===== config.mk =====
export PLATFORM = sky130hd
export DESIGN_NAME = cache_wb_port
export DESIGN_NICKNAME = d
export VERILOG_FILES = /design/src/rtl/cache_pkg.sv /design/src/rtl/cache_wb_port.sv
export SDC_FILE = /design/constraint.sdc
export NUM_CORES = 1
export LEC_CHECK = 0
export BUFFER_PORTS_ARGS = -buffer_cell sky130_fd_sc_hd__buf_2
export CELL_PAD_IN_SITES_DETAIL_PLACEMENT = 1
export CELL_PAD_IN_SITES_GLOBAL_PLACEMENT = 1
export CORE_ASPECT_RATIO = 1.75
export CORE_MARGIN = 2
export CORE_UTILIZATION = 33
export CTS_CLUSTER_SIZE = 28
export DETAILED_ROUTE_END_ITERATION = 16
export GPL_TIMING_DRIVEN = 1
export PLACE_DENSITY = 0.76
export SETUP_SLACK_MARGIN = 0.05
export SLEW_MARGIN = 20
export SYNTH_ARGS = -nofsm -noshare
export SYNTH_HDL_FRONTEND = slang
export SYNTH_SLANG_ARGS = --single-unit

===== constraint.sdc =====
create_clock -name clk -period 5 [get_ports clk]
set_input_delay 0.25 -clock clk [delete_from_list [all_inputs] [get_ports clk]]
set_output_delay 0.25 -clock clk [all_outputs]
set_load 0.02 [all_outputs]

===== src/rtl/cache_pkg.sv =====
// ======================================================================
// cache package
// geometry, SDRAM controller command codes and the shared types of the
// direct-mapped write-back SDRAM cache
// ======================================================================
package cache_pkg;

  // 8 words per line, 64 lines, 2 KB in all
  localparam int COL_BITS = 3;
  localparam int LINE_BITS = 6;
  localparam int TAG_BITS = 12;
  localparam int COL_COUNT = 8;
  localparam int LINE_COUNT = 64;

  // 2M words of 32 bits behind the controller
  localparam int SDRC_ADDR_BITS = 21;
  // cycles from the read command to the first data word
  localparam int READ_WAITS = 4;
  // idle cycles between two auto-refresh commands
  localparam int REFRESH_PERIOD = 600;

  // counter widths derived from the above
  localparam int REFRESH_BITS = $clog2(REFRESH_PERIOD + 2);
  localparam int RD_CNT_BITS = $clog2(READ_WAITS + COL_COUNT);

  // controller command codes
  localparam logic [2:0] CMD_REFRESH = 3'b001;
  localparam logic [2:0] CMD_ACTIVATE = 3'b011;
  localparam logic [2:0] CMD_WRITE = 3'b100;
  localparam logic [2:0] CMD_READ = 3'b101;

  // byte address split, bits 31..23 lie outside the SDRAM
  typedef struct packed {
    logic [8:0] unused;
    logic [TAG_BITS-1:0] tag;
    logic [LINE_BITS-1:0] line;
    logic [COL_BITS-1:0] col;
    logic [1:0] byte_off;
  } cpu_addr_fields_t;

  typedef union packed {
    logic [31:0] raw;
    cpu_addr_fields_t f;
  } cpu_addr_u;

  // one Wishbone access as held by the port
  typedef struct packed {
    cpu_addr_u addr;
    logic we;
    logic [3:0] sel;
    logic [31:0] wdata;
  } cache_req_t;

  // per-line bookkeeping, 14 bits
  typedef struct packed {
    logic dirty;
    logic valid;
    logic [TAG_BITS-1:0] tag;
  } line_tag_t;

  typedef enum logic [1:0] {
    OP_NONE,
    OP_REFRESH,
    OP_EVICT,
    OP_FILL
  } burst_op_e;

  // command bundle toward the SDRAM controller
  typedef struct packed {
    logic cmd_en;
    logic [2:0] cmd;
    logic [SDRC_ADDR_BITS-1:0] addr;
    logic [31:0] wdata;
    logic [7:0] data_len;
  } sdrc_cmd_t;

endpackage

===== src/rtl/cache_wb_port.sv =====
// ======================================================================
// Wishbone classic slave port
// latches one request, hands it to the cache controller and answers
// with registered read data and a single-cycle ack
// ======================================================================
`timescale 1ns/1ps

module cache_wb_port (
  input  logic                  clk,
  input  logic                  rst_n,
  input  logic                  wb_cyc,
  input  logic                  wb_stb,
  input  logic                  wb_we,
  input  logic [3:0]            wb_sel,
  input  logic [31:0]           wb_adr,
  input  logic [31:0]           wb_dat_w,
  output logic [31:0]           wb_dat_r,
  output logic                  wb_ack,
  output cache_pkg::cache_req_t req,
  output logic                  req_valid,
  input  logic                  req_done,
  input  logic [31:0]           rd_data
);

  // set from accept until the ack has been seen by the master
  logic busy;
  logic accept;

  // strobe is still high during the ack cycle, busy masks it
  assign accept = wb_cyc && wb_stb && !busy;

  always_ff @(posedge clk) begin
    if (!rst_n) begin
      busy <= 1'b0;
      req_valid <= 1'b0;
      wb_ack <= 1'b0;
    end else begin
      // one ack per completed request
      wb_ack <= req_done;
      if (req_done) begin
        req_valid <= 1'b0;
      end
      if (wb_ack) begin
        busy <= 1'b0;
      end else if (accept) begin
        busy <= 1'b1;
        req_valid <= 1'b1;
      end
    end
  end

  // request payload and returned word
  always_ff @(posedge clk) begin
    if (accept) begin
      req.addr.raw <= wb_adr;
      req.we <= wb_we;
      req.sel <= wb_sel;
      req.wdata <= wb_dat_w;
    end
    if (req_done) begin
      wb_dat_r <= rd_data;
    end
  end

endmodule


==> impl_results.md <==
* Status: complete, no violations
* Die area at between 0.01 and 0.015 mm^2
* Sw frac at roughly 21%
* End of the worst hold path: req[41]
* Fin crit period at about 1.5 ns
* Grt total ovfl at 0
* First-pass GRT wire length at around 11 mm
* H-tree depth at 3
* Final Hold Fails at 0
* P per Cell Area at 419.0 mW/mm^2
* Max-cap violations at 0
* Final Cycle Share at roughly 30%
* Net count after synthesis at around 220
* Placed insts at roughly 440
* Initial DRC count at between 80 and 90
* CTS clk-pin slew, worst paths at about 0.07 ns
* Top-area cell type share of the netlist area at 96.42%
* Netlist Area Pre-Place at between 0.003 and 0.004 mm^2
* Clock skew at 0.007459 ns
* Mapped Avg Cell Area at about 28 um^2
* Netlist cell types at 10
* Hold Path Origin: wb_adr[4]
* Nets@finish at 438
* R2r worst-path depth at 2
* Final setup viols at 0
* Final std cells w/o fill at between 400 and 500
* Area leader, netlist: edfxtp_1
* Peak VDD IR at between 0.2 and 0.25 mV
* Worst skew pair latency at 0.34 ns
* Worst min-delay path class: in2reg
* TNS Setup at 0 ns
* Slew Viols, Final at 0
* Synth Register Bits at 104
* Reg-to-Reg Start: busy
* Pin count of the biggest net entering global routing at 70
* Hpwl dp at between 5 and 6 mm
* GPL Wtd Cong at ~0.77
* CTS Hold Buffers Added at 0
* Largest cells by area after synthesis: edfxtp_1 (96%), dfxtp_1 (1.9%), and4bb_1 (0.40%), nor3b_1 (0.24%), o21a_1 (0.24%)
* Vias in the first global route at ~2.1k
* Critical path capture point type: flip-flop
* Num CTS Buffers at 9
* Clk Tree Root Cell: clkbuf_16
* YS warnings at 0
* Maximum fanout along the worst path at 69
* Clock power frac at approximately 40%
* PostCTS Resize Cnt at 0
* R2R setup slack at 3.48 ns
* Critical path launch point type: flip-flop
* DRT antenna net count at 0
* Layout cells sized above 1 at ~67%
* WL/cell at about 16 um
* Switching pwr at about 0.41 mW
* CTS tree: done
* Ant. Diodes at 0
* PortBufs at between 200 and 250
* Antenna violations before repair at 0
* Hold Path Depth at 1
* Clock sink total at ~100
* Initial cell density of the core at between 30% and 40%
* Critical R2R Capture: req[48]
* Post-synthesis cell count at roughly 110
* Area growth syn-to-layout at 49.28%
* Core area at between 0.009 and 0.01 mm^2
* Post-CTS setup buffers at 0
* Worst path required time at 4.96 ns
* Die H at around 130 um
* Io pins at roughly 210
* Crit Path Category: reg2reg
* Internal power at about 1.6 mW
* Post-route DRC violation count at 0
* Relative slew slack at 43.68%
* Detailed Route WL at approximately 7.6 mm
* Combinational power share at approximately 8.4%
* Actual slew at the worst max-slew pin at approximately 0.84 ns
* Worst EP arrival at 1.48 ns
* Max Freq at 660.0 MHz
* Sequential area share after synthesis at a little over nine tenths
* RSZ-0062 raised after global routing: no
* Routed via count at between 1.5k and 2k
* Via density at 4.159
* CTS Buffer Depth at 2
* Sequential power share at a little over half
* Core Rows at 47
* Router iterations before antenna repair at 4
* Leakage Power at 1.997 nW
* Tot GR Track Use at around 15%
* Chip width at slightly below 80 um
-- state kept, by name, summed over array words and instances, names as in the netlist --
register   count
wb_ack         1
wb_dat_r      32
req           69
busy           1
req_valid      1
-- cell usage after synthesis, drive strengths merged --
cell	count
nor2	1
dfxtp	3
and4bb	1
nor3b	1
nor2b	1
nand2	1
and2	1
edfxtp	101
o21a	1
a21oi	1
-- metal layers --
| layer | up-vias | global-route usage, % | routed length (um) |
|---|---|---|---|
| met5 | - | 0 | 0 |
| met4 | 0 | 8.730 | 303 |
| met3 | 21 | 5.081 | 522 |
| met2 | 108 | 27.63 | 4442 |
| met1 | 890 | 13.39 | 2287 |
| li1 | 890 | - | - |
-- critical path, cell delays in order, from the launching register on --
cell,delay [ns]
dfxtp_1,0.35
nor2_4,0.10
buf_4,0.64
-- area by class of cell --
| type | count | area, um^2 |
|---|---|---|
| clock buffers | 9 | 225.2 |
| clock inverters | 7 | 116.4 |
| fillers | 952 | 4654 |
| multi-input cells | 8 | 60.06 |
| flip-flops and latches | 104 | 3093 |
| well taps | 122 | 152.6 |
| repair buffers | 209 | 1049 |
-- power groups by stage --
stage          combinational, mW  sequential, mW  clock, mW
3_5_place_dp               0.167            1.04          0
6_report                   0.164            1.02      0.780
2_1_floorplan             0.0108            1.11          0
5_1_grt                    0.175            1.03      0.830
3_3_place_gp               0.164            1.04          0
4_1_cts                    0.168            1.02      0.803
-- worst max path at each step --
stage,from,endpoint
final,busy,req[48]
after global routing,busy,req[38]
after CTS,busy,req[38]
after detailed placement,wb_cyc,req[1]
after global placement,wb_cyc,req[61]
after floorplan,wb_cyc,req[0]
-- cells by family (layout without fill, tap and decap cells) --
logic type / after synthesis / in the layout / synth area share [%]
DFF: 104 / 104 / 98.33
buffers and inverters: 0 / 225 / 0
AOI/OAI and AO/OA: 2 / 2 / 0.3977
and+or+nand+nor: 6 / 6 / 1.273
-- stage by stage --
stage | util (%) | hold slack [ns] | total power, mW | cell area [um^2] | worst slack, ns
final | 50.22 | 0.08260 | 1.968 | 4696 | 3.485
after global routing | 50.22 | 0.06035 | 2.033 | 4696 | 3.383
after CTS | 50.22 | 0.06560 | 1.995 | 4696 | 3.468
after detailed placement | 46.57 | 0.4284 | 1.210 | 4354 | 3.405
after global placement | 46.57 | 0.4267 | 1.204 | 4354 | 3.428
after floorplan | - | 0.3489 | 1.116 | 3146 | 1.294
-- cells in the final DEF, fill, tap and decap left out --
master     count
buf_2        208
edfxtp_1     101
clkbuf_16      9
dfxtp_1        3
bufinv_16      3
inv_6          2
nand2_1        1
nor2_4         1
and2_1         1
nor2b_1        1
and4bb_1       1
o21a_1         1
a21oi_1        1
nor3b_1        1
clkinv_2       1
clkinv_1       1
buf_4          1
(Power assumes the default switching activity.)
