<file path="src/rtl/cache_pkg.sv">
// ======================================================================
// cache package
// geometry, SDRAM controller command codes and the shared types of the
// direct-mapped write-back SDRAM cache
// ======================================================================
package cache_pkg;

  // 8 words per line, 64 lines, 2 KB in all
  localparam int COL_BITS = 3;
  localparam int LINE_BITS = 6;
  localparam int TAG_BITS = 12;
  localparam int COL_COUNT = 8;
  localparam int LINE_COUNT = 64;

  // 2M words of 32 bits behind the controller
  localparam int SDRC_ADDR_BITS = 21;
  // cycles from the read command to the first data word
  localparam int READ_WAITS = 4;
  // idle cycles between two auto-refresh commands
  localparam int REFRESH_PERIOD = 600;

  // counter widths derived from the above
  localparam int REFRESH_BITS = $clog2(REFRESH_PERIOD + 2);
  localparam int RD_CNT_BITS = $clog2(READ_WAITS + COL_COUNT);

  // controller command codes
  localparam logic [2:0] CMD_REFRESH = 3'b001;
  localparam logic [2:0] CMD_ACTIVATE = 3'b011;
  localparam logic [2:0] CMD_WRITE = 3'b100;
  localparam logic [2:0] CMD_READ = 3'b101;

  // byte address split, bits 31..23 lie outside the SDRAM
  typedef struct packed {
    logic [8:0] unused;
    logic [TAG_BITS-1:0] tag;
    logic [LINE_BITS-1:0] line;
    logic [COL_BITS-1:0] col;
    logic [1:0] byte_off;
  } cpu_addr_fields_t;

  typedef union packed {
    logic [31:0] raw;
    cpu_addr_fields_t f;
  } cpu_addr_u;

  // one Wishbone access as held by the port
  typedef struct packed {
    cpu_addr_u addr;
    logic we;
    logic [3:0] sel;
    logic [31:0] wdata;
  } cache_req_t;

  // per-line bookkeeping, 14 bits
  typedef struct packed {
    logic dirty;
    logic valid;
    logic [TAG_BITS-1:0] tag;
  } line_tag_t;

  typedef enum logic [1:0] {
    OP_NONE,
    OP_REFRESH,
    OP_EVICT,
    OP_FILL
  } burst_op_e;

  // command bundle toward the SDRAM controller
  typedef struct packed {
    logic cmd_en;
    logic [2:0] cmd;
    logic [SDRC_ADDR_BITS-1:0] addr;
    logic [31:0] wdata;
    logic [7:0] data_len;
  } sdrc_cmd_t;

endpackage
</file>
<file path="src/rtl/sdrc_burst_engine.sv">
// ======================================================================
// SDRAM controller burst engine
// runs refresh, line evict (activate + 8-word write) and line fill
// (activate + 8-word read) on the controller command port
// ======================================================================
`timescale 1ns/1ps

module sdrc_burst_engine (
  input  logic                                       clk,
  input  logic                                       rst_n,
  input  cache_pkg::burst_op_e                       op,
  input  logic [cache_pkg::SDRC_ADDR_BITS-1:0]       op_addr,
  input  logic                                       op_start,
  output logic                                       op_done,
  input  logic [cache_pkg::COL_COUNT-1:0][31:0]      col_rdata,
  output logic                                       fill_we,
  output logic [cache_pkg::COL_BITS-1:0]             fill_col,
  output logic [31:0]                                fill_data,
  output cache_pkg::sdrc_cmd_t                       sdrc,
  output logic                                       sdram_power_down,
  output logic                                       sdram_selfrefresh,
  output logic [3:0]                                 sdrc_dqm,
  input  logic [31:0]                                sdrc_rdata,
  input  logic                                       sdrc_cmd_ack,
  input  logic                                       sdrc_init_done,
  output logic                                       init_done
);

  typedef enum logic [3:0] {
    E_WAIT_INIT,
    E_INIT_ACK,
    E_IDLE,
    E_REF_ACK,
    E_ACT_ACK,
    E_WR_BEATS,
    E_WR_ACK,
    E_RD_BEATS,
    E_RD_END
  } eng_state_e;

  eng_state_e state;
  cache_pkg::burst_op_e cur_op;
  logic [cache_pkg::COL_BITS-1:0] beat;
  logic [cache_pkg::RD_CNT_BITS-1:0] rd_cnt;
  // write ack may arrive while beats are still going out
  logic ack_seen;

  // whole words only, no low-power modes
  assign sdram_power_down = 1'b0;
  assign sdram_selfrefresh = 1'b0;
  assign sdrc_dqm = 4'b0000;

  always_ff @(posedge clk) begin
    if (!rst_n) begin
      state <= E_WAIT_INIT;
      sdrc.cmd_en <= 1'b0;
      op_done <= 1'b0;
      fill_we <= 1'b0;
      init_done <= 1'b0;
      ack_seen <= 1'b0;
    end else begin
      // commands are single-cycle pulses
      sdrc.cmd_en <= 1'b0;
      op_done <= 1'b0;
      fill_we <= 1'b0;
      case (state)
        // one refresh serves as the init step
        E_WAIT_INIT: begin
          if (sdrc_init_done) begin
            sdrc.cmd_en <= 1'b1;
            sdrc.cmd <= cache_pkg::CMD_REFRESH;
            state <= E_INIT_ACK;
          end
        end
        E_INIT_ACK: begin
          if (sdrc_cmd_ack) begin
            init_done <= 1'b1;
            state <= E_IDLE;
          end
        end
        E_IDLE: begin
          if (op_start) begin
            cur_op <= op;
            if (op == cache_pkg::OP_REFRESH) begin
              sdrc.cmd_en <= 1'b1;
              sdrc.cmd <= cache_pkg::CMD_REFRESH;
              state <= E_REF_ACK;
            end else if (op != cache_pkg::OP_NONE) begin
              // open bank and row of the line first
              sdrc.cmd_en <= 1'b1;
              sdrc.cmd <= cache_pkg::CMD_ACTIVATE;
              sdrc.addr <= op_addr;
              state <= E_ACT_ACK;
            end
          end
        end
        E_REF_ACK: begin
          if (sdrc_cmd_ack) begin
            op_done <= 1'b1;
            state <= E_IDLE;
          end
        end
        E_ACT_ACK: begin
          if (sdrc_cmd_ack) begin
            sdrc.cmd_en <= 1'b1;
            sdrc.addr <= op_addr;
            sdrc.data_len <= 8'(cache_pkg::COL_COUNT - 1);
            if (cur_op == cache_pkg::OP_EVICT) begin
              // column 0 rides with the write command
              sdrc.cmd <= cache_pkg::CMD_WRITE;
              sdrc.wdata <= col_rdata[0];
              beat <= 3'd1;
              ack_seen <= 1'b0;
              state <= E_WR_BEATS;
            end else begin
              sdrc.cmd <= cache_pkg::CMD_READ;
              rd_cnt <= '0;
              state <= E_RD_BEATS;
            end
          end
        end
        // columns 1..7 on the following cycles
        E_WR_BEATS: begin
          sdrc.wdata <= col_rdata[beat];
          beat <= beat + 1'b1;
          if (sdrc_cmd_ack) begin
            ack_seen <= 1'b1;
          end
          if (beat == cache_pkg::COL_BITS'(cache_pkg::COL_COUNT - 1)) begin
            state <= E_WR_ACK;
          end
        end
        E_WR_ACK: begin
          if (ack_seen || sdrc_cmd_ack) begin
            op_done <= 1'b1;
            state <= E_IDLE;
          end
        end
        // rd_cnt counts from the read command cycle
        E_RD_BEATS: begin
          rd_cnt <= rd_cnt + 1'b1;
          if (rd_cnt >= cache_pkg::RD_CNT_BITS'(cache_pkg::READ_WAITS)) begin
            fill_we <= 1'b1;
            fill_col <= cache_pkg::COL_BITS'(rd_cnt -
                        cache_pkg::RD_CNT_BITS'(cache_pkg::READ_WAITS));
            fill_data <= sdrc_rdata;
          end
          if (rd_cnt == cache_pkg::RD_CNT_BITS'(cache_pkg::READ_WAITS +
                                                cache_pkg::COL_COUNT - 1)) begin
            state <= E_RD_END;
          end
        end
        // last column is written this cycle, done follows it
        E_RD_END: begin
          op_done <= 1'b1;
          state <= E_IDLE;
        end
        default: state <= E_IDLE;
      endcase
    end
  end

endmodule

</file>
<file path="config.mk">
export PLATFORM = sky130hd
export DESIGN_NAME = sdrc_burst_engine
export DESIGN_NICKNAME = d
export VERILOG_FILES = /design/src/rtl/cache_pkg.sv /design/src/rtl/sdrc_burst_engine.sv
export SDC_FILE = /design/constraint.sdc
export NUM_CORES = 1
export LEC_CHECK = 0
export ABC_AREA = 1
export BUFFER_PORTS_ARGS = -buffer_cell sky130_fd_sc_hd__clkbuf_2
export CORE_AREA = 5 5 163 165
export CTS_CLUSTER_SIZE = 12
export DETAILED_ROUTE_END_ITERATION = 16
export DIE_AREA = 0 0 168 170
export HOLD_SLACK_MARGIN = 0.05
export PLACE_DENSITY_LB_ADDON = 0.1
export SYNTH_ARGS = -nofsm -noshare
export SYNTH_HDL_FRONTEND = slang
export SYNTH_SLANG_ARGS = --single-unit
</file>
<file path="constraint.sdc">
create_clock -name clk -period 7.4 [get_ports clk]
set_input_delay 2.22 -clock clk [delete_from_list [all_inputs] [get_ports clk]]
set_output_delay 2.22 -clock clk [all_outputs]
set_load 0.1 [all_outputs]
</file>
==> qor.txt <==
Critical path type = input port to flop
Highest Clock Rate = 0.2740 GHz
Setup TNS = 0 ns
Compound-gate portion of the synthesized area = 18.15%
Crit path time final = 3.650 ns
GRT Util Overall = 17.74%
Clk buf depth = 2
Die Height = 170 um
Dpl cell area = 0.008975 mm^2
CTS tree = built
Cell Count, Final, Fillers Out = 1534
Tightest Hold Check Type = flop to flop
FFs w/ async S/R, synth = 0%
Net count, final = 1518
Warnings from Yosys = 0
Fillers = 2715
Largest cells by area after synthesis = edfxtp_1 (44%), nor2_1 (12%), o21ai_0 (9.4%)
TritonCTS Sinks = 109
Routed len/inst = 17.41 um
Hold Startpoint = init_done
Max_slew headroom = 31.93%
Setup WS post-layout = 3.750 ns
Synthesized instance count = 828
Core area = 0.02489 mm^2
Synth Area in Simple Gates = 24.84%
Clock skew = 0.01386 ns
Primary FF master, synth = edfxtp_1
DR pass1 iterations = 7
CP startpoint = sdrc_cmd_ack
Pwr/cell area = 235.3 mW/mm^2
Unrepaired setup endpoints after global routing = false
Slew Limit Fails = 0
CP Launch Type = input port
Post-cts sizing count = 0
Via Count = 7002
Yosys reg bits = 109
Tightest Pin Transition = 1.018 ns
Share of layout cells above drive strength 1 = 41.69%
Final Instance Area = 0.009291 mm^2
Congestion Overflow GR = 0
Final Wtd Congestion = 0.8719
CP required = 7.38 ns
Top cell type's share of synthesized area = 43.86%
Critical Path Max Stage Delay = 0.82 ns
Crit-path max FO = 21
Unique cell type count in the Yosys netlist = 39
Initial antenna violation count = 0
Largest family of logic cells by synthesized area = simple AND/OR/NAND/NOR gates
Bufs and invs on worst path = 2
Clock-pin slew on the worst setup and hold paths = 0.08 ns
Largest net degree at the start of global routing = 87
Clk root buf = clkbuf_16
Reg-to-Reg Start = beat[1]
First-pass GRT wire length = 39630 um
Hold slack = 0.4810 ns
Xor/xnor cell area share of the yosys netlist = 0%
Synthesized cell area = 0.006847 mm^2
Clk_lat worst skew = 0.36 ns
H-tree levels = 3
Initial DRC Count = 475
Leakage = 4.244 nW
Sequential area share after synthesis = 46.49%
Setup bufs post-CTS = 0
Starting Density = 27.51%
Final cycle utilization of the critical path = 49.33%
Peak VDD IR = 162.1 uV
Syn Area/Cell = 8.269 um^2
Status = finished clean
CP top delay family = compound AO/OA/AOI/OAI gates
Drt drc = 0
Antenna Cells = 0
Post-synthesis adder-cell area fraction = 0.5482%
Post-route ant nets = 0
Hold Fails Final Rpt = 0
Port-buffer cells = 410
Worst path arrival time = 3.63 ns
# Max-Cap Violations = 0
Dpl cells = 1518
Cell Chain, Critical Path = clkbuf_2, inv_1, nand3_2, o21ai_0, a211oi_4
# rows = 58
EDFF count, synth = 100
Commonest cells after routing, fill and taps aside = clkbuf_2 (410), nor2_1 (226), o21ai_0 (128), edfxtp_1 (100), o211ai_1 (64)
Dpl hpwl = 20490 um
End-of-flow core utilization = 37.33%
Multiplexer share of the synthesized area = 0%
DRT Wirelength = 26710 um
Vias in the first global route = 6972
P&R area growth vs syn = 35.71%
Cts hold-fix bufs = 0
Commonest non-fill, non-tap cell in the layout = clkbuf_2
Area leader, netlist = edfxtp_1
Die area = 0.02856 mm^2
Pre-CTS setup slack = 3.379 ns
Setup crit end kind = flop
Register area = 0.003183 mm^2
Io pins = 425
Num CTS Buffers = 9
Die Width = 168 um
Tot Pwr = 2.186 mW
Via density = 4.565
Worst path slowest cell = a211oi_4
Area of the multi-input gates = 0.003069 mm^2
Final setup fails = 0
-- state kept, by name, indices dropped and copies added, names as in the netlist --
register	cells
ack_seen	1
beat	3
cur_op	2
fill_col	3
fill_data	32
fill_we	1
init_done	1
op_done	1
rd_cnt	4
sdrc	57
state	4
-- per-layer routing --
layer | GRT usage (%) | share of wire [%]
met2 | 31.31 | 51
met3 | 4.739 | 7.7
met1 | 21.41 | 40
met4 | 4.834 | 1.7
met5 | 0 | 0
-- Yosys cell counts (all sizes together) (4+ instances only) --
master,n
o21ai,135
a21oi,6
nor2,241
nand2,93
clkbuf,23
nand3,42
nor3,4
o211ai,65
dfxtp,9
inv,45
buf,48
a211oi,4
edfxtp,100
-- worst register-to-register path, cell delays in order (launching register included) --
cell and delay [ns]:
edfxtp_1 0.42, buf_4 0.52, buf_4 0.58, ha_1 0.26, ha_1 0.13, inv_1 0.05, nand3_1 0.07, nand2_1 0.06
nor2_2 0.15, nand2_4 0.09, nor2_1 0.14, nor2_2 0.05
-- path summary, 6_finish.rpt --
check,to,depth (start not counted),slack [ns]
worst max-delay path,sdrc[44],5,3.75
worst min-delay path,init_done,2,0.48
worst max register to register,state[1],11,4.78
worst min register to register,init_done,2,0.48
-- power breakdown --
| part | switching (mW) | internal, mW | total [mW] | leakage (nW) |
|---|---|---|---|---|
| clock network | 0.265 | 0.245 | 0.510 | 0.152 |
| logic | 0.687 | 0.202 | 0.889 | 3.10 |
| registers | 0.0301 | 0.757 | 0.787 | 0.988 |
| total | 0.982 | 1.20 | 2.19 | 4.24 |
-- cell type report --
class	instances	area share, %
inverters	47	2.047
multi-input cells	613	33.03
clock inverters	7	0.9830
repair buffers	419	22.81
well taps	330	4.444
clock buffers	9	2.424
flip-flops and latches	109	34.26
-- cell families after synthesis --
logic type,Yosys count
and+or+nand+nor,385
AOI/OAI and AO/OA,211
buffers and inverters,118
DFF,109
adders and majority gates,3
other,2
Power figures use the tool's default switching activity.
