===== config.mk =====
export PLATFORM = sky130hd
export DESIGN_NAME = cache_ctrl
export DESIGN_NICKNAME = d
export VERILOG_FILES = /design/src/rtl/cache_pkg.sv /design/src/rtl/cache_ctrl.sv
export SDC_FILE = /design/constraint.sdc
export NUM_CORES = 1
export LEC_CHECK = 0
export BUFFER_PORTS_ARGS = -buffer_cell sky130_fd_sc_hd__buf_2
export CAP_MARGIN = 0
export CORE_AREA = 2 2 203 205
export DETAILED_ROUTE_END_ITERATION = 12
export DIE_AREA = 0 0 205 207
export GPL_ROUTABILITY_DRIVEN = 0
export SLEW_MARGIN = 20
export SYNTH_ARGS = -nofsm -noshare
export SYNTH_HDL_FRONTEND = slang
export SYNTH_SLANG_ARGS = --single-unit

===== constraint.sdc =====
create_clock -name clk -period 4.1 [get_ports clk]
set_clock_uncertainty 0.05 [all_clocks]
set_input_delay 0.205 -clock clk [delete_from_list [all_inputs] [get_ports clk]]
set_output_delay 0.205 -clock clk [all_outputs]
set_load 0.005 [all_outputs]

===== src/rtl/cache_pkg.sv =====
// ======================================================================
// cache package
// geometry, SDRAM controller command codes and the shared types of the
// direct-mapped write-back SDRAM cache
// ======================================================================
package cache_pkg;

  // 8 words per line, 64 lines, 2 KB in all
  localparam int COL_BITS = 3;
  localparam int LINE_BITS = 6;
  localparam int TAG_BITS = 12;
  localparam int COL_COUNT = 8;
  localparam int LINE_COUNT = 64;

  // 2M words of 32 bits behind the controller
  localparam int SDRC_ADDR_BITS = 21;
  // cycles from the read command to the first data word
  localparam int READ_WAITS = 4;
  // idle cycles between two auto-refresh commands
  localparam int REFRESH_PERIOD = 600;

  // counter widths derived from the above
  localparam int REFRESH_BITS = $clog2(REFRESH_PERIOD + 2);
  localparam int RD_CNT_BITS = $clog2(READ_WAITS + COL_COUNT);

  // controller command codes
  localparam logic [2:0] CMD_REFRESH = 3'b001;
  localparam logic [2:0] CMD_ACTIVATE = 3'b011;
  localparam logic [2:0] CMD_WRITE = 3'b100;
  localparam logic [2:0] CMD_READ = 3'b101;

  // byte address split, bits 31..23 lie outside the SDRAM
  typedef struct packed {
    logic [8:0] unused;
    logic [TAG_BITS-1:0] tag;
    logic [LINE_BITS-1:0] line;
    logic [COL_BITS-1:0] col;
    logic [1:0] byte_off;
  } cpu_addr_fields_t;

  typedef union packed {
    logic [31:0] raw;
    cpu_addr_fields_t f;
  } cpu_addr_u;

  // one Wishbone access as held by the port
  typedef struct packed {
    cpu_addr_u addr;
    logic we;
    logic [3:0] sel;
    logic [31:0] wdata;
  } cache_req_t;

  // per-line bookkeeping, 14 bits
  typedef struct packed {
    logic dirty;
    logic valid;
    logic [TAG_BITS-1:0] tag;
  } line_tag_t;

  typedef enum logic [1:0] {
    OP_NONE,
    OP_REFRESH,
    OP_EVICT,
    OP_FILL
  } burst_op_e;

  // command bundle toward the SDRAM controller
  typedef struct packed {
    logic cmd_en;
    logic [2:0] cmd;
    logic [SDRC_ADDR_BITS-1:0] addr;
    logic [31:0] wdata;
    logic [7:0] data_len;
  } sdrc_cmd_t;

endpackage

===== src/rtl/cache_ctrl.sv =====
// ======================================================================
// cache controller
// hit check, byte-masked write hits, miss sequencing through evict and
// fill, tag clearing after reset and the auto-refresh timer
// ======================================================================
`timescale 1ns/1ps

module cache_ctrl (
  input  logic                                       clk,
  input  logic                                       rst_n,
  input  cache_pkg::cache_req_t                      req,
  input  logic                                       req_valid,
  output logic                                       req_done,
  output logic [31:0]                                rd_data,
  output logic [cache_pkg::LINE_BITS-1:0]            line,
  output logic [cache_pkg::COL_COUNT-1:0][3:0]       col_we,
  output logic [31:0]                                col_wdata,
  output logic                                       tag_we,
  output cache_pkg::line_tag_t                       tag_wdata,
  input  logic [cache_pkg::COL_COUNT-1:0][31:0]      col_rdata,
  input  cache_pkg::line_tag_t                       tag_rdata,
  output cache_pkg::burst_op_e                       op,
  output logic [cache_pkg::SDRC_ADDR_BITS-1:0]       op_addr,
  output logic                                       op_start,
  input  logic                                       op_done,
  input  logic                                       fill_we,
  input  logic [cache_pkg::COL_BITS-1:0]             fill_col,
  input  logic [31:0]                                fill_data,
  input  logic                                       init_done
);

  typedef enum logic [2:0] {
    S_CLEAR,
    S_WAIT_INIT,
    S_IDLE,
    S_LOOKUP,
    S_REFRESH,
    S_EVICT,
    S_FILL,
    S_REREAD
  } ctrl_state_e;

  ctrl_state_e state;
  logic [cache_pkg::LINE_BITS-1:0] clr_line;
  logic [cache_pkg::REFRESH_BITS-1:0] refresh_cnt;
  logic hit;

  // tag compare against the entry read for the request line
  assign hit = tag_rdata.valid && (tag_rdata.tag == req.addr.f.tag);
  assign req_done = (state == S_LOOKUP) && hit;
  assign rd_data = col_rdata[req.addr.f.col];

  // line store port, shared by clearing, hits and fill beats
  always_comb begin
    line = (state == S_CLEAR) ? clr_line : req.addr.f.line;
    col_we = '0;
    col_wdata = req.wdata;
    tag_we = 1'b0;
    tag_wdata = '0;
    case (state)
      // zero tag means invalid
      S_CLEAR: tag_we = 1'b1;
      S_LOOKUP: begin
        if (hit && req.we) begin
          col_we[req.addr.f.col] = req.sel;
          tag_we = 1'b1;
          tag_wdata = '{dirty: 1'b1, valid: 1'b1, tag: req.addr.f.tag};
        end
      end
      S_FILL: begin
        col_wdata = fill_data;
        if (fill_we) begin
          col_we[fill_col] = 4'hf;
        end
        // last column is already written when op_done arrives
        if (op_done) begin
          tag_we = 1'b1;
          tag_wdata = '{dirty: 1'b0, valid: 1'b1, tag: req.addr.f.tag};
        end
      end
      default: ;
    endcase
  end

  always_ff @(posedge clk) begin
    if (!rst_n) begin
      state <= S_CLEAR;
      clr_line <= '0;
      refresh_cnt <= '0;
      op <= cache_pkg::OP_NONE;
      op_addr <= '0;
      op_start <= 1'b0;
    end else begin
      op_start <= 1'b0;
      case (state)
        // walk every line, the engine runs its init refresh meanwhile
        S_CLEAR: begin
          clr_line <= clr_line + 1'b1;
          if (clr_line == cache_pkg::LINE_BITS'(cache_pkg::LINE_COUNT - 1)) begin
            state <= S_WAIT_INIT;
          end
        end
        S_WAIT_INIT: begin
          if (init_done) begin
            refresh_cnt <= '0;
            state <= S_IDLE;
          end
        end
        S_IDLE: begin
          refresh_cnt <= refresh_cnt + 1'b1;
          // refresh only between requests
          if (refresh_cnt > cache_pkg::REFRESH_BITS'(cache_pkg::REFRESH_PERIOD)) begin
            op <= cache_pkg::OP_REFRESH;
            op_start <= 1'b1;
            state <= S_REFRESH;
          end else if (req_valid) begin
            state <= S_LOOKUP;
          end
        end
        S_LOOKUP: begin
          if (hit) begin
            state <= S_IDLE;
          end else if (tag_rdata.dirty) begin
            // victim goes back to where its own tag points
            op <= cache_pkg::OP_EVICT;
            op_addr <= {tag_rdata.tag, req.addr.f.line, {cache_pkg::COL_BITS{1'b0}}};
            op_start <= 1'b1;
            state <= S_EVICT;
          end else begin
            op <= cache_pkg::OP_FILL;
            op_addr <= {req.addr.f.tag, req.addr.f.line, {cache_pkg::COL_BITS{1'b0}}};
            op_start <= 1'b1;
            state <= S_FILL;
          end
        end
        S_REFRESH: begin
          if (op_done) begin
            refresh_cnt <= '0;
            state <= S_IDLE;
          end
        end
        S_EVICT: begin
          if (op_done) begin
            op <= cache_pkg::OP_FILL;
            op_addr <= {req.addr.f.tag, req.addr.f.line, {cache_pkg::COL_BITS{1'b0}}};
            op_start <= 1'b1;
            state <= S_FILL;
          end
        end
        S_FILL: begin
          if (op_done) begin
            state <= S_REREAD;
          end
        end
        // one read cycle so the new tag and words show on the outputs
        S_REREAD: state <= S_LOOKUP;
        default: state <= S_IDLE;
      endcase
    end
  end

endmodule


==> results of run 1 <==
-- worst paths after layout --
path / start / end / slack [ns]
max: req[52] / col_we[11] / 1.10
max reg2reg: state[2] / op_addr[13] / 1.48
min: req[42] / op_addr[3] / 0.12
min reg2reg: op_addr[4] / op_addr[4] / 0.41
-- layout make-up --
class	instances	area (um2)
flip-flops and latches	40	802.0
inverters	6	22.52
multi-input cells	484	3461
well taps	532	665.6
repair buffers	524	2665
clock inverters	2	15.01
clock buffers	6	138.9
fillers	4601	32600
-- layout by cell type (no fill, tap or decap), types with 4 or more instances in the layout --
master	n
buf_4	17
mux2i_1	7
and2_1	6
and3_1	6
a22oi_1	130
xnor2_1	15
buf_2	507
xor2_1	9
nand3_1	9
o211ai_1	4
o21a_1	4
nor2_1	30
o21ai_0	37
or3_1	16
o211a_1	12
nand4_1	42
nand2_1	43
inv_1	5
clkbuf_16	5
dfxtp_1	39
mux2_2	50
nor2b_1	8
-- sequential cells by signal, summed over array words and instances, names as in the netlist --
| name | flops |
|---|---|
| op_start | 1 |
| state | 3 |
| op | 2 |
| refresh_cnt | 10 |
| op_addr | 18 |
| clr_line | 6 |
-- logic make-up after synthesis --
kind of cell,after synthesis,share of synthesized area
and+or+nand+nor,188,0.2311
muxes,57,0.1409
buffers and inverters,60,0.05874
DFF,40,0.1782
adders and majority gates,3,0.008353
other,1,0.0008344
xor gates and xnor gates,24,0.04677
AOI/OAI and AO/OA,209,0.3352
-- Yosys cell counts, drive strengths merged (4+ instances only) --
cell type / instances / area share
a21oi: 4 / 0.0053
a22oi: 130 / 0.22
and2: 6 / 0.0084
and3: 6 / 0.0084
buf: 16 / 0.022
clkbuf: 38 / 0.032
dfxtp: 40 / 0.18
inv: 6 / 0.0050
mux2: 50 / 0.13
mux2i: 7 / 0.016
nand2: 43 / 0.036
nand3: 10 / 0.012
nand4: 42 / 0.058
nor2: 33 / 0.028
nor2b: 8 / 0.011
nor4: 5 / 0.016
o211a: 12 / 0.027
o211ai: 4 / 0.0067
o21a: 4 / 0.0067
o21ai: 41 / 0.046
or3: 16 / 0.022
xnor2: 15 / 0.029
xor2: 9 / 0.018
-- layer usage --
layer,routed length (um),global-route usage,up-vias
met1,12260,0.1635,3285
met5,149,0,-
li1,-,-,3226
met2,14360,0.2192,428
met4,236,0.01687,24
met3,4082,0.05475,48
-- worst max-delay path: cells and delay by family --
| kind | cells | cell delay [ns] |
|---|---|---|
| compound gates | 1 | 0.40 |
| simple gates | 3 | 1.39 |
| xor+xnor | 1 | 0.46 |
| buf+inv | 2 | 0.28 |
-- power by group through the flow --
| stage | Combinational (mW) | Clock, mW | Sequential, mW |
|---|---|---|---|
| 6_report | 0.509 | 0.420 | 0.394 |
| 5_1_grt | 0.549 | 0.448 | 0.395 |
| 4_1_cts | 0.509 | 0.432 | 0.394 |
| 3_5_place_dp | 0.506 | 0 | 0.403 |
| 3_3_place_gp | 0.501 | 0 | 0.403 |
| 2_1_floorplan | 0.174 | 0 | 0.402 |
==> impl_metrics.csv, run 1 <==
group,metric,value,unit
timing,finalCritPeriodShare,0.7315,
cells_and_area,stdcell_count,1594,
worst_setup_path,critPathLaunchType,"input pin",
worst_setup_path,path_cells,"buf_2 -> xnor2_1 -> nand4_1 -> nor4_4 -> nand4_1 -> o21ai_0 -> buf_2",
worst_setup_path,timing_worst_setup_path_type,"in2out",
die,die_h,207,um
placed_design,io_buffer_count,507,
clock_network,clkSinkCount,40,
flow_run,max_cap_viol_count,0,
power,seqPwrFrac,0.298,
cells_and_area,design_area,7770,um2
cells_and_area,synthToLayoutAreaGrowth,72.88,%
synth,yosysUniqueCellTypes,53,
worst_setup_path,cp.arrival,2.74,ns
power,pwr-share-comb,0.385,
power,total_power,1.323,mW
cells_and_area,fin_util,0.1925,
routing,drtIter0Drc,751,
worst_setup_path,slowest_delay,0.58,ns
die,num_rows,74,
timing,relSlewSlack,0.2745,
die,fp.dieW,205,um
routing,wl,31090,um
routing,viasPerCell,4.398,
synth,ys_warn_count,0,
synth,ys_seq_elements,40,
hold_path,hold_depth,3,
global_route,grt_antenna_before_repair,15,
clock_network,clk_pin_slew,0.07,ns
timing,tightest_slew,1.087,ns
routing,drc,0,
worst_setup_path,end_kind,"primary output",
timing,max_freq,0.3334,GHz
clock_network,ctsHoldBuffers,0,
synth,yosysSeqAreaShare,0.1782,
worst_setup_path,critPathSlowestCell,"nand4_1",
power,pwr-share-clk,0.317,
hold_path,hp-class,"in2reg",
cells_and_area,nNetsFinal,1444,
die,core-area,40370,um2
clock_network,cts_root_buffer,"clkbuf_16",
power,power.internal,0.8850,mW
routing,drt-wirelength-per-cell,19.51,um
timing,finalSetupTns,0,ns
global_route,grt_pass1_vias,6498,
run_status,outcome,"completed",
power,leakagePower,3.751,nW
placed_design,place_ws,1.003,ns
global_route,grt_pass1_wl,41710,um
placed_design,dp_hpwl,26800,um
timing,finalSetupViolations,0,
global_route,grt_max_degree,40,
die,die_area,42440,um2
power,peakVddDrop,0.0001453,V
routing,dr.pass1.iters,6,
timing,setup_ws,1.101,ns
clock_network,htree_levels,2,
timing,finalCriticalPeriod,2.999,ns
synth,async_reset_ff_frac,0,
global_route,gr-total-overflow,0,
routing,ant_nets,0,
timing,whs,0.1211,ns
power,p_sw_frac,0.3311,
placed_design,dp_cells,1586,
power,switching_power,0.4380,mW
power,power_density,170.3,nW/um2
worst_setup_path,crit_path_max_fanout,8,
clock_network,cts_tree,"done",
clock_network,cts_setup_buffers,0,
cells_and_area,layout-drive-gt1-share,0.5697,
synth,syn_area,4494,um2
cells_and_area,num_antenna_cells,0,
routing,vias,7011,
die,start_util,0.1113,
timing,drv_slew,0,
synth,avgSynthCellArea,7.722,um2
global_route,track_usage,0.1323,
clock_network,numCtsBuffers,5,
worst_setup_path,r2r_cells,5,
die,ios,522,
synth,ys.flop_type,"dfxtp_1",
synth,synth_cells,582,
worst_setup_path,crit_required,3.85,ns
timing,hold_viol_final,0,
clock_network,clk_latency,0.29,ns
clock_network,cts_resized,0,
timing,rsz0062_at_grt,"no",
synth,synth_edf_count,0,
clock_network,clock_path_buffers,2,
placed_design,placedInstanceArea,7614,um2
(Power assumes the default switching activity.)
==> run 2: changes to the inputs <==
--- a/config.mk
+++ b/config.mk
@@ -7,9 +7,9 @@
 export LEC_CHECK = 0
 export BUFFER_PORTS_ARGS = -buffer_cell sky130_fd_sc_hd__buf_2
 export CAP_MARGIN = 0
-export CORE_AREA = 2 2 203 205
+export CORE_AREA = 2 2 202 204
 export DETAILED_ROUTE_END_ITERATION = 12
-export DIE_AREA = 0 0 205 207
+export DIE_AREA = 0 0 204 206
 export GPL_ROUTABILITY_DRIVEN = 0
 export SLEW_MARGIN = 20
 export SYNTH_ARGS = -nofsm -noshare
==> constraint.sdc (replaced) <==
create_clock -name clk -period 2.95 [get_ports clk]
set_clock_uncertainty 0.05 [all_clocks]
set_input_delay 0.1475 -clock clk [delete_from_list [all_inputs] [get_ports clk]]
set_output_delay 0.1475 -clock clk [all_outputs]
set_load 0.005 [all_outputs]
==> run 2 against run 1 <==
Effect of this change:
- sequential power grew 39%
- worst setup slack worse by 0.74 ns
- design area rose by 1.2%
- die area decreased by 0.97%
- total power increased by 39%
- largest power group unchanged
- critical endpoint is now col_we[4]
==> impl_metrics.csv, run 2 (same netlist as run 1, synthesis figures left out) <==
group,metric,value,unit
clock_network,htree_levels,2,
power,power.internal,1.235,mW
cells_and_area,layout_commonest_cell,"buf_2",
clock_network,clock_path_buffers,2,
global_route,grt_pass1_wl,41750,um
timing,rsz0062_at_grt,"no",
cells_and_area,largestRegisters,"op_addr x18, refresh_cnt x10, clr_line x6",
worst_setup_path,end_kind,"primary output",
worst_setup_path,rrSetupSlack,0.62,ns
worst_setup_path,r2r-start,"state[2]",
global_route,use_met1,0.1671,
clock_network,numCtsBuffers,5,
die,die_area,42020,um2
die,ios,522,
timing,tightest_slew,0.6996,ns
timing,max_freq,0.3863,GHz
placed_design,placedInstanceArea,7701,um2
routing,drt-wirelength-per-cell,19.68,um
timing,drv_slew,0,
cells_and_area,fin_util,0.1956,
cells_and_area,layout_common_cells,"buf_2 (507), a22oi_1 (130), mux2_2 (50)",
timing,relSlewSlack,0.5336,
cells_and_area,synthToLayoutAreaGrowth,74.89,%
cells_and_area,num-fill-cells,4549,
routing,viasPerCell,4.492,
placed_design,dp_hpwl,27150,um
worst_setup_path,critPathLaunchType,"flip-flop",
hold_path,hold_depth,3,
hold_path,min_to,"op_addr[7]",
clock_network,cts_resized,0,
power,p_sw_frac,0.3289,
routing,drc,0,
power,peakVddDrop,0.0001820,V
cells_and_area,regMostFlops,"op_addr",
die,core-area,40180,um2
worst_setup_path,crit_path_max_fanout,17,
power,pwr-share-comb,0.391,
global_route,met3_usage,0.05724,
timing,finalSetupTns,0,ns
timing,finalCritPeriodShare,0.8775,
die,fp.dieW,204,um
die,num_rows,74,
cells_and_area,num_antenna_cells,0,
global_route,grt_pass1_vias,6417,
global_route,track_usage,0.1338,
global_route,busiest_layer,"met2",
cells_and_area,layout-drive-gt1-share,0.5728,
flow_run,max_cap_viol_count,0,
clock_network,cts_root_buffer,"clkbuf_16",
routing,vias,7205,
die,start_util,0.1118,
routing,wl,31570,um
cells_and_area,largest_reg_flops,18,
routing,ant_nets,0,
global_route,use_met2,0.2121,
routing,drtIter0Drc,694,
clock_network,ctsHoldBuffers,0,
placed_design,io_buffer_count,507,
worst_setup_path,r2r_cells,6,
clock_network,cts_setup_buffers,0,
worst_setup_path,cp.arrival,2.39,ns
power,leakagePower,3.803,nW
routing,dr.pass1.iters,6,
hold_path,hp-class,"in2reg",
clock_network,cts_tree,"done",
global_route,gr-total-overflow,0,
worst_setup_path,crit_required,2.75,ns
timing,finalSetupViolations,0,
power,power_density,234.1,nW/um2
global_route,grt_antenna_before_repair,11,
timing,hold_viol_final,0,
global_route,grt_max_degree,40,
hold_path,min_from,"req[46]",
worst_setup_path,timing_worst_setup_path_type,"reg2out",
clock_network,clk_pin_slew,0.06,ns
worst_setup_path,reg2reg_to,"op_addr[18]",
cells_and_area,design_area,7860,um2
cells_and_area,nNetsFinal,1454,
die,die_h,206,um
power,seqPwrFrac,0.298,
clock_network,clk_latency,0.29,ns
power,switching_power,0.6054,mW
power,pwr-share-clk,0.311,
clock_network,clkSinkCount,40,
timing,finalCriticalPeriod,2.589,ns
run_status,outcome,"completed",
-- run 2: critical path, stage by stage (launching register included) --
cell     delay, ns
dfxtp_1       0.71
nand3_2       0.37
buf_4         0.31
nor2_1        0.24
nand2_1       0.17
o21ai_0       0.12
buf_2         0.18
-- run 2: layer usage --
layer | share of wire | up-vias
li1 | - | 3249
met1 | 0.39 | 3374
met2 | 0.45 | 497
met3 | 0.13 | 61
met4 | 0.018 | 24
met5 | 0.0060 | -
-- run 2: area by class of cell --
type | count | area, um2 | share of cell area
multi-input combinational | 484 | 3465 | 0.4408
timing repair buffer | 534 | 2753 | 0.3502
sequential | 40 | 800.8 | 0.1019
tap | 532 | 665.6 | 0.08469
clock buffer | 6 | 138.9 | 0.01767
inverter | 6 | 22.52 | 0.002865
clock inverter | 2 | 15.01 | 0.001910
-- run 2: metrics by stage --
| step | std cells | setup slack, ns | power [mW] | hold slack (ns) |
|---|---|---|---|---|
| floorplan | 584 | 1.118 | 0.8016 | 0.2396 |
| global placement | 1596 | 0.4928 | 1.266 | 0.3595 |
| detailed placement | 1596 | 0.4291 | 1.271 | 0.3713 |
| CTS | 1604 | 0.1144 | 1.852 | 0.06510 |
| global route | 1604 | 0.09471 | 1.939 | 0.07483 |
| finish | 1604 | 0.3614 | 1.840 | 0.07566 |
-- run 2: worst max-delay path by stage --
stage | depth (start not counted) | slack [ns] | start | to
after detailed placement | 5 | 0.43 | state[2] | col_we[3]
after global placement | 5 | 0.49 | state[2] | col_we[3]
after global routing | 6 | 0.09 | state[2] | col_we[4]
after floorplan | 7 | 1.12 | state[2] | op_addr[10]
final | 6 | 0.36 | state[2] | col_we[4]
after CTS | 5 | 0.11 | state[2] | col_we[3]
-- run 2: power groups by stage --
stage | sequential, mW | clock (mW) | combinational, mW
6_report | 0.548 | 0.572 | 0.720
5_1_grt | 0.549 | 0.614 | 0.776
4_1_cts | 0.548 | 0.590 | 0.714
3_5_place_dp | 0.560 | 0 | 0.710
3_3_place_gp | 0.560 | 0 | 0.706
2_1_floorplan | 0.559 | 0 | 0.242
==> run 3: changes to the inputs <==
--- a/config.mk
+++ b/config.mk
@@ -5,6 +5,7 @@
 export SDC_FILE = /design/constraint.sdc
 export NUM_CORES = 1
 export LEC_CHECK = 0
+export ABC_AREA = 1
 export BUFFER_PORTS_ARGS = -buffer_cell sky130_fd_sc_hd__buf_2
 export CAP_MARGIN = 0
 export CORE_AREA = 2 2 202 204
==> run 3 against run 2 <==
Effect of this change:
- synthesized cell count up 52%
- critical path depth unchanged
- sequential power grew 3%
- maximum frequency increased by 4.1%
- cell count grew 19%
- non-clock buffer count fell by 6
- combinational power rose by 17%
- worst setup slack improved by 0.10 ns
- hold slack worse by 0.00064 ns
- critical path type unchanged
- critical endpoint is now tag_wdata[9]
- largest cell class unchanged
- highest routed layer is now met4
==> impl_metrics.csv, run 3 <==
group,metric,value,unit
run_status,outcome,"completed",
cells_and_area,regMostFlops,"op_addr",
routing,drt-wirelength-per-cell,17.35,um
synth,async_reset_ff_frac,0,
die,num_rows,74,
synth,ys_seq_elements,40,
routing,drc,0,
placed_design,dp_hpwl,29060,um
die,die_area,42020,um2
cells_and_area,synthToLayoutAreaGrowth,66.87,%
clock_network,clock_path_buffers,2,
worst_setup_path,crit_path_max_fanout,41,
synth,yosysMostFrequentCell,"nand2_1",
power,power_density,255.5,nW/um2
power,total_power,2.097,mW
routing,dr.pass1.iters,5,
worst_setup_path,critPathLaunchType,"flip-flop",
placed_design,place_ws,0.5965,ns
clock_network,numCtsBuffers,5,
die,fp.dieW,204,um
synth,syn_area,4917,um2
global_route,grt_pass1_wl,45330,um
cells_and_area,num-fill-cells,4689,
clock_network,clkSinkCount,40,
cells_and_area,multi_input_area,3473,um2
timing,setup_ws,0.4633,ns
timing,drv_slew,0,
routing,top_layer,"met4",
synth,avgSynthCellArea,5.569,um2
timing,max_freq,0.4021,GHz
timing,hold_viol_final,0,
clock_network,clk_latency,0.28,ns
routing,ant_nets,0,
global_route,grt_max_degree,42,
clock_network,cts_root_buffer,"clkbuf_16",
synth,yosysTopAreaCell,"nand2_1",
routing,wl_met3,2677,um
worst_setup_path,crit_required,2.75,ns
power,peakVddDrop,0.0002980,V
clock_network,clk_pin_slew,0.06,ns
synth,yosysUniqueCellTypes,41,
synth,synth_edf_count,0,
global_route,gr-total-overflow,0,
flow_run,max_cap_viol_count,0,
timing,finalSetupTns,0,ns
cells_and_area,nNetsFinal,1750,
power,leakagePower,4.305,nW
routing,wl_met2,16210,um
timing,tightest_slew,0.7917,ns
clock_network,cts_setup_buffers,0,
global_route,grt_pass1_vias,7394,
placed_design,dp_cells,1892,
routing,vias,8271,
synth,synth_common_cells,"nand2_1 (350), inv_1 (76), o21ai_0 (52), nand3_1 (48), dfxtp_1 (40)",
die,ios,522,
synth,synth_cells,883,
synth,ys_warn_count,0,
timing,relSlewSlack,0.4690,
synth,yosysSeqAreaShare,0.1628,
placed_design,io_buffer_count,507,
routing,drt-met1-wl,12290,um
timing,finalCriticalPeriod,2.487,ns
routing,wl,33110,um
cells_and_area,layout_common_cells,"buf_2 (507), nand2_1 (350), inv_1 (76)",
cells_and_area,largestRegisters,"op_addr x18, refresh_cnt x10, clr_line x6",
hold_path,hp-class,"in2reg",
cells_and_area,layout-drive-gt1-share,0.4294,
synth,ys_top_cells_by_area,"nand2_1 (27%), dfxtp_1 (16%), inv_1 (5.8%), a221oi_1 (5.7%), a22oi_1 (5.5%)",
cells_and_area,seq_area,800.8,um2
cells_and_area,largest_reg_flops,18,
worst_setup_path,cp.arrival,2.29,ns
clock_network,ctsHoldBuffers,0,
routing,drtIter0Drc,757,
clock_network,cts_tree,"done",
routing,viasPerCell,4.333,
worst_setup_path,end_kind,"primary output",
synth,yosysTopAreaCellShare,0.2672,
global_route,grt_antenna_before_repair,17,
clock_network,cts_resized,0,
clock_network,htree_levels,2,
timing,finalCritPeriodShare,0.8429,
cells_and_area,layout_commonest_cell,"buf_2",
synth,ys.flop_type,"dfxtp_1",
global_route,track_usage,0.1436,
die,die_h,206,um
die,core-area,40180,um2
timing,rsz0062_at_grt,"no",
worst_setup_path,timing_worst_setup_path_type,"reg2out",
timing,finalSetupViolations,0,
cells_and_area,stdcell_count,1909,
die,start_util,0.1224,
run 3: changes by cell type in the layout (fill, tap and decap cells not counted), sizes merged, moves of 32 or more:
cell,previous run,this run
a221oi,0,32
nand3,10,50
a21oi,4,49
inv,6,90
nand2,43,353
o21ai,41,83
a22oi,130,36
mux2,50,2
run 3: report_power, final:
| part | switching (mW) | internal (mW) |
|---|---|---|
| Clock | 0.212 | 0.480 |
| Sequential | 0.0123 | 0.553 |
| Combinational | 0.470 | 0.370 |
run 3: final timing paths:
kind / start / end / slack [ns] / depth (start not counted)
worst max-delay path: state[1] / tag_wdata[9] / 0.46 / 6
worst min register to register: refresh_cnt[4] / refresh_cnt[4] / 0.40 / 2
worst min-delay path: req[45] / op_addr[6] / 0.08 / 3
worst max register to register: state[2] / state[0] / 0.96 / 9
run 3: metal layers:
| layer | track usage | up-vias |
|---|---|---|
| met5 | 0 | - |
| li1 | - | 3924 |
| met1 | 0.1649 | 3740 |
| met4 | 0.07428 | 0 |
| met2 | 0.2567 | 515 |
| met3 | 0.02302 | 92 |
run 3: layout make-up:
cell class | count | share of cell area
multi-input cells | 696 | 0.4233
repair buffers | 528 | 0.3285
flip-flops and latches | 40 | 0.09759
well taps | 532 | 0.08112
inverters | 96 | 0.04392
clock buffers | 5 | 0.01525
clock inverters | 2 | 0.007319
diodes | 10 | 0.003050
run 3: through the flow:
step | utilization | cell area [um2] | hold WS [ns]
after CTS | 0.2036 | 8180 | 0.07000
after global placement | 0.1990 | 7995 | 0.3664
after detailed placement | 0.1990 | 7995 | 0.3722
final | 0.2042 | 8205 | 0.07502
after global routing | 0.2040 | 8198 | 0.08585
after floorplan | - | 4925 | 0.1951
run 3: worst max-delay path, cell delays in order (launching register included):
cell and delay, ns:
dfxtp_1 0.45, nand2_1 0.17, nor2_4 0.18, nand4_4 0.54, buf_4 0.41, a21oi_2 0.13
buf_2 0.13
run 3: kinds of logic (layout without fill, tap and decap cells):
logic type	Yosys count	count (layout)	synth area share
AOI/OAI and AO/OA	206	206	0.2700
xor gates and xnor gates	2	2	0.003563
adders and majority gates	3	3	0.007634
buffers and inverters	149	631	0.1323
DFF	40	40	0.1629
muxes	2	2	0.004580
other	1	13	0.0007626
and+or+nand+nor	480	480	0.4183
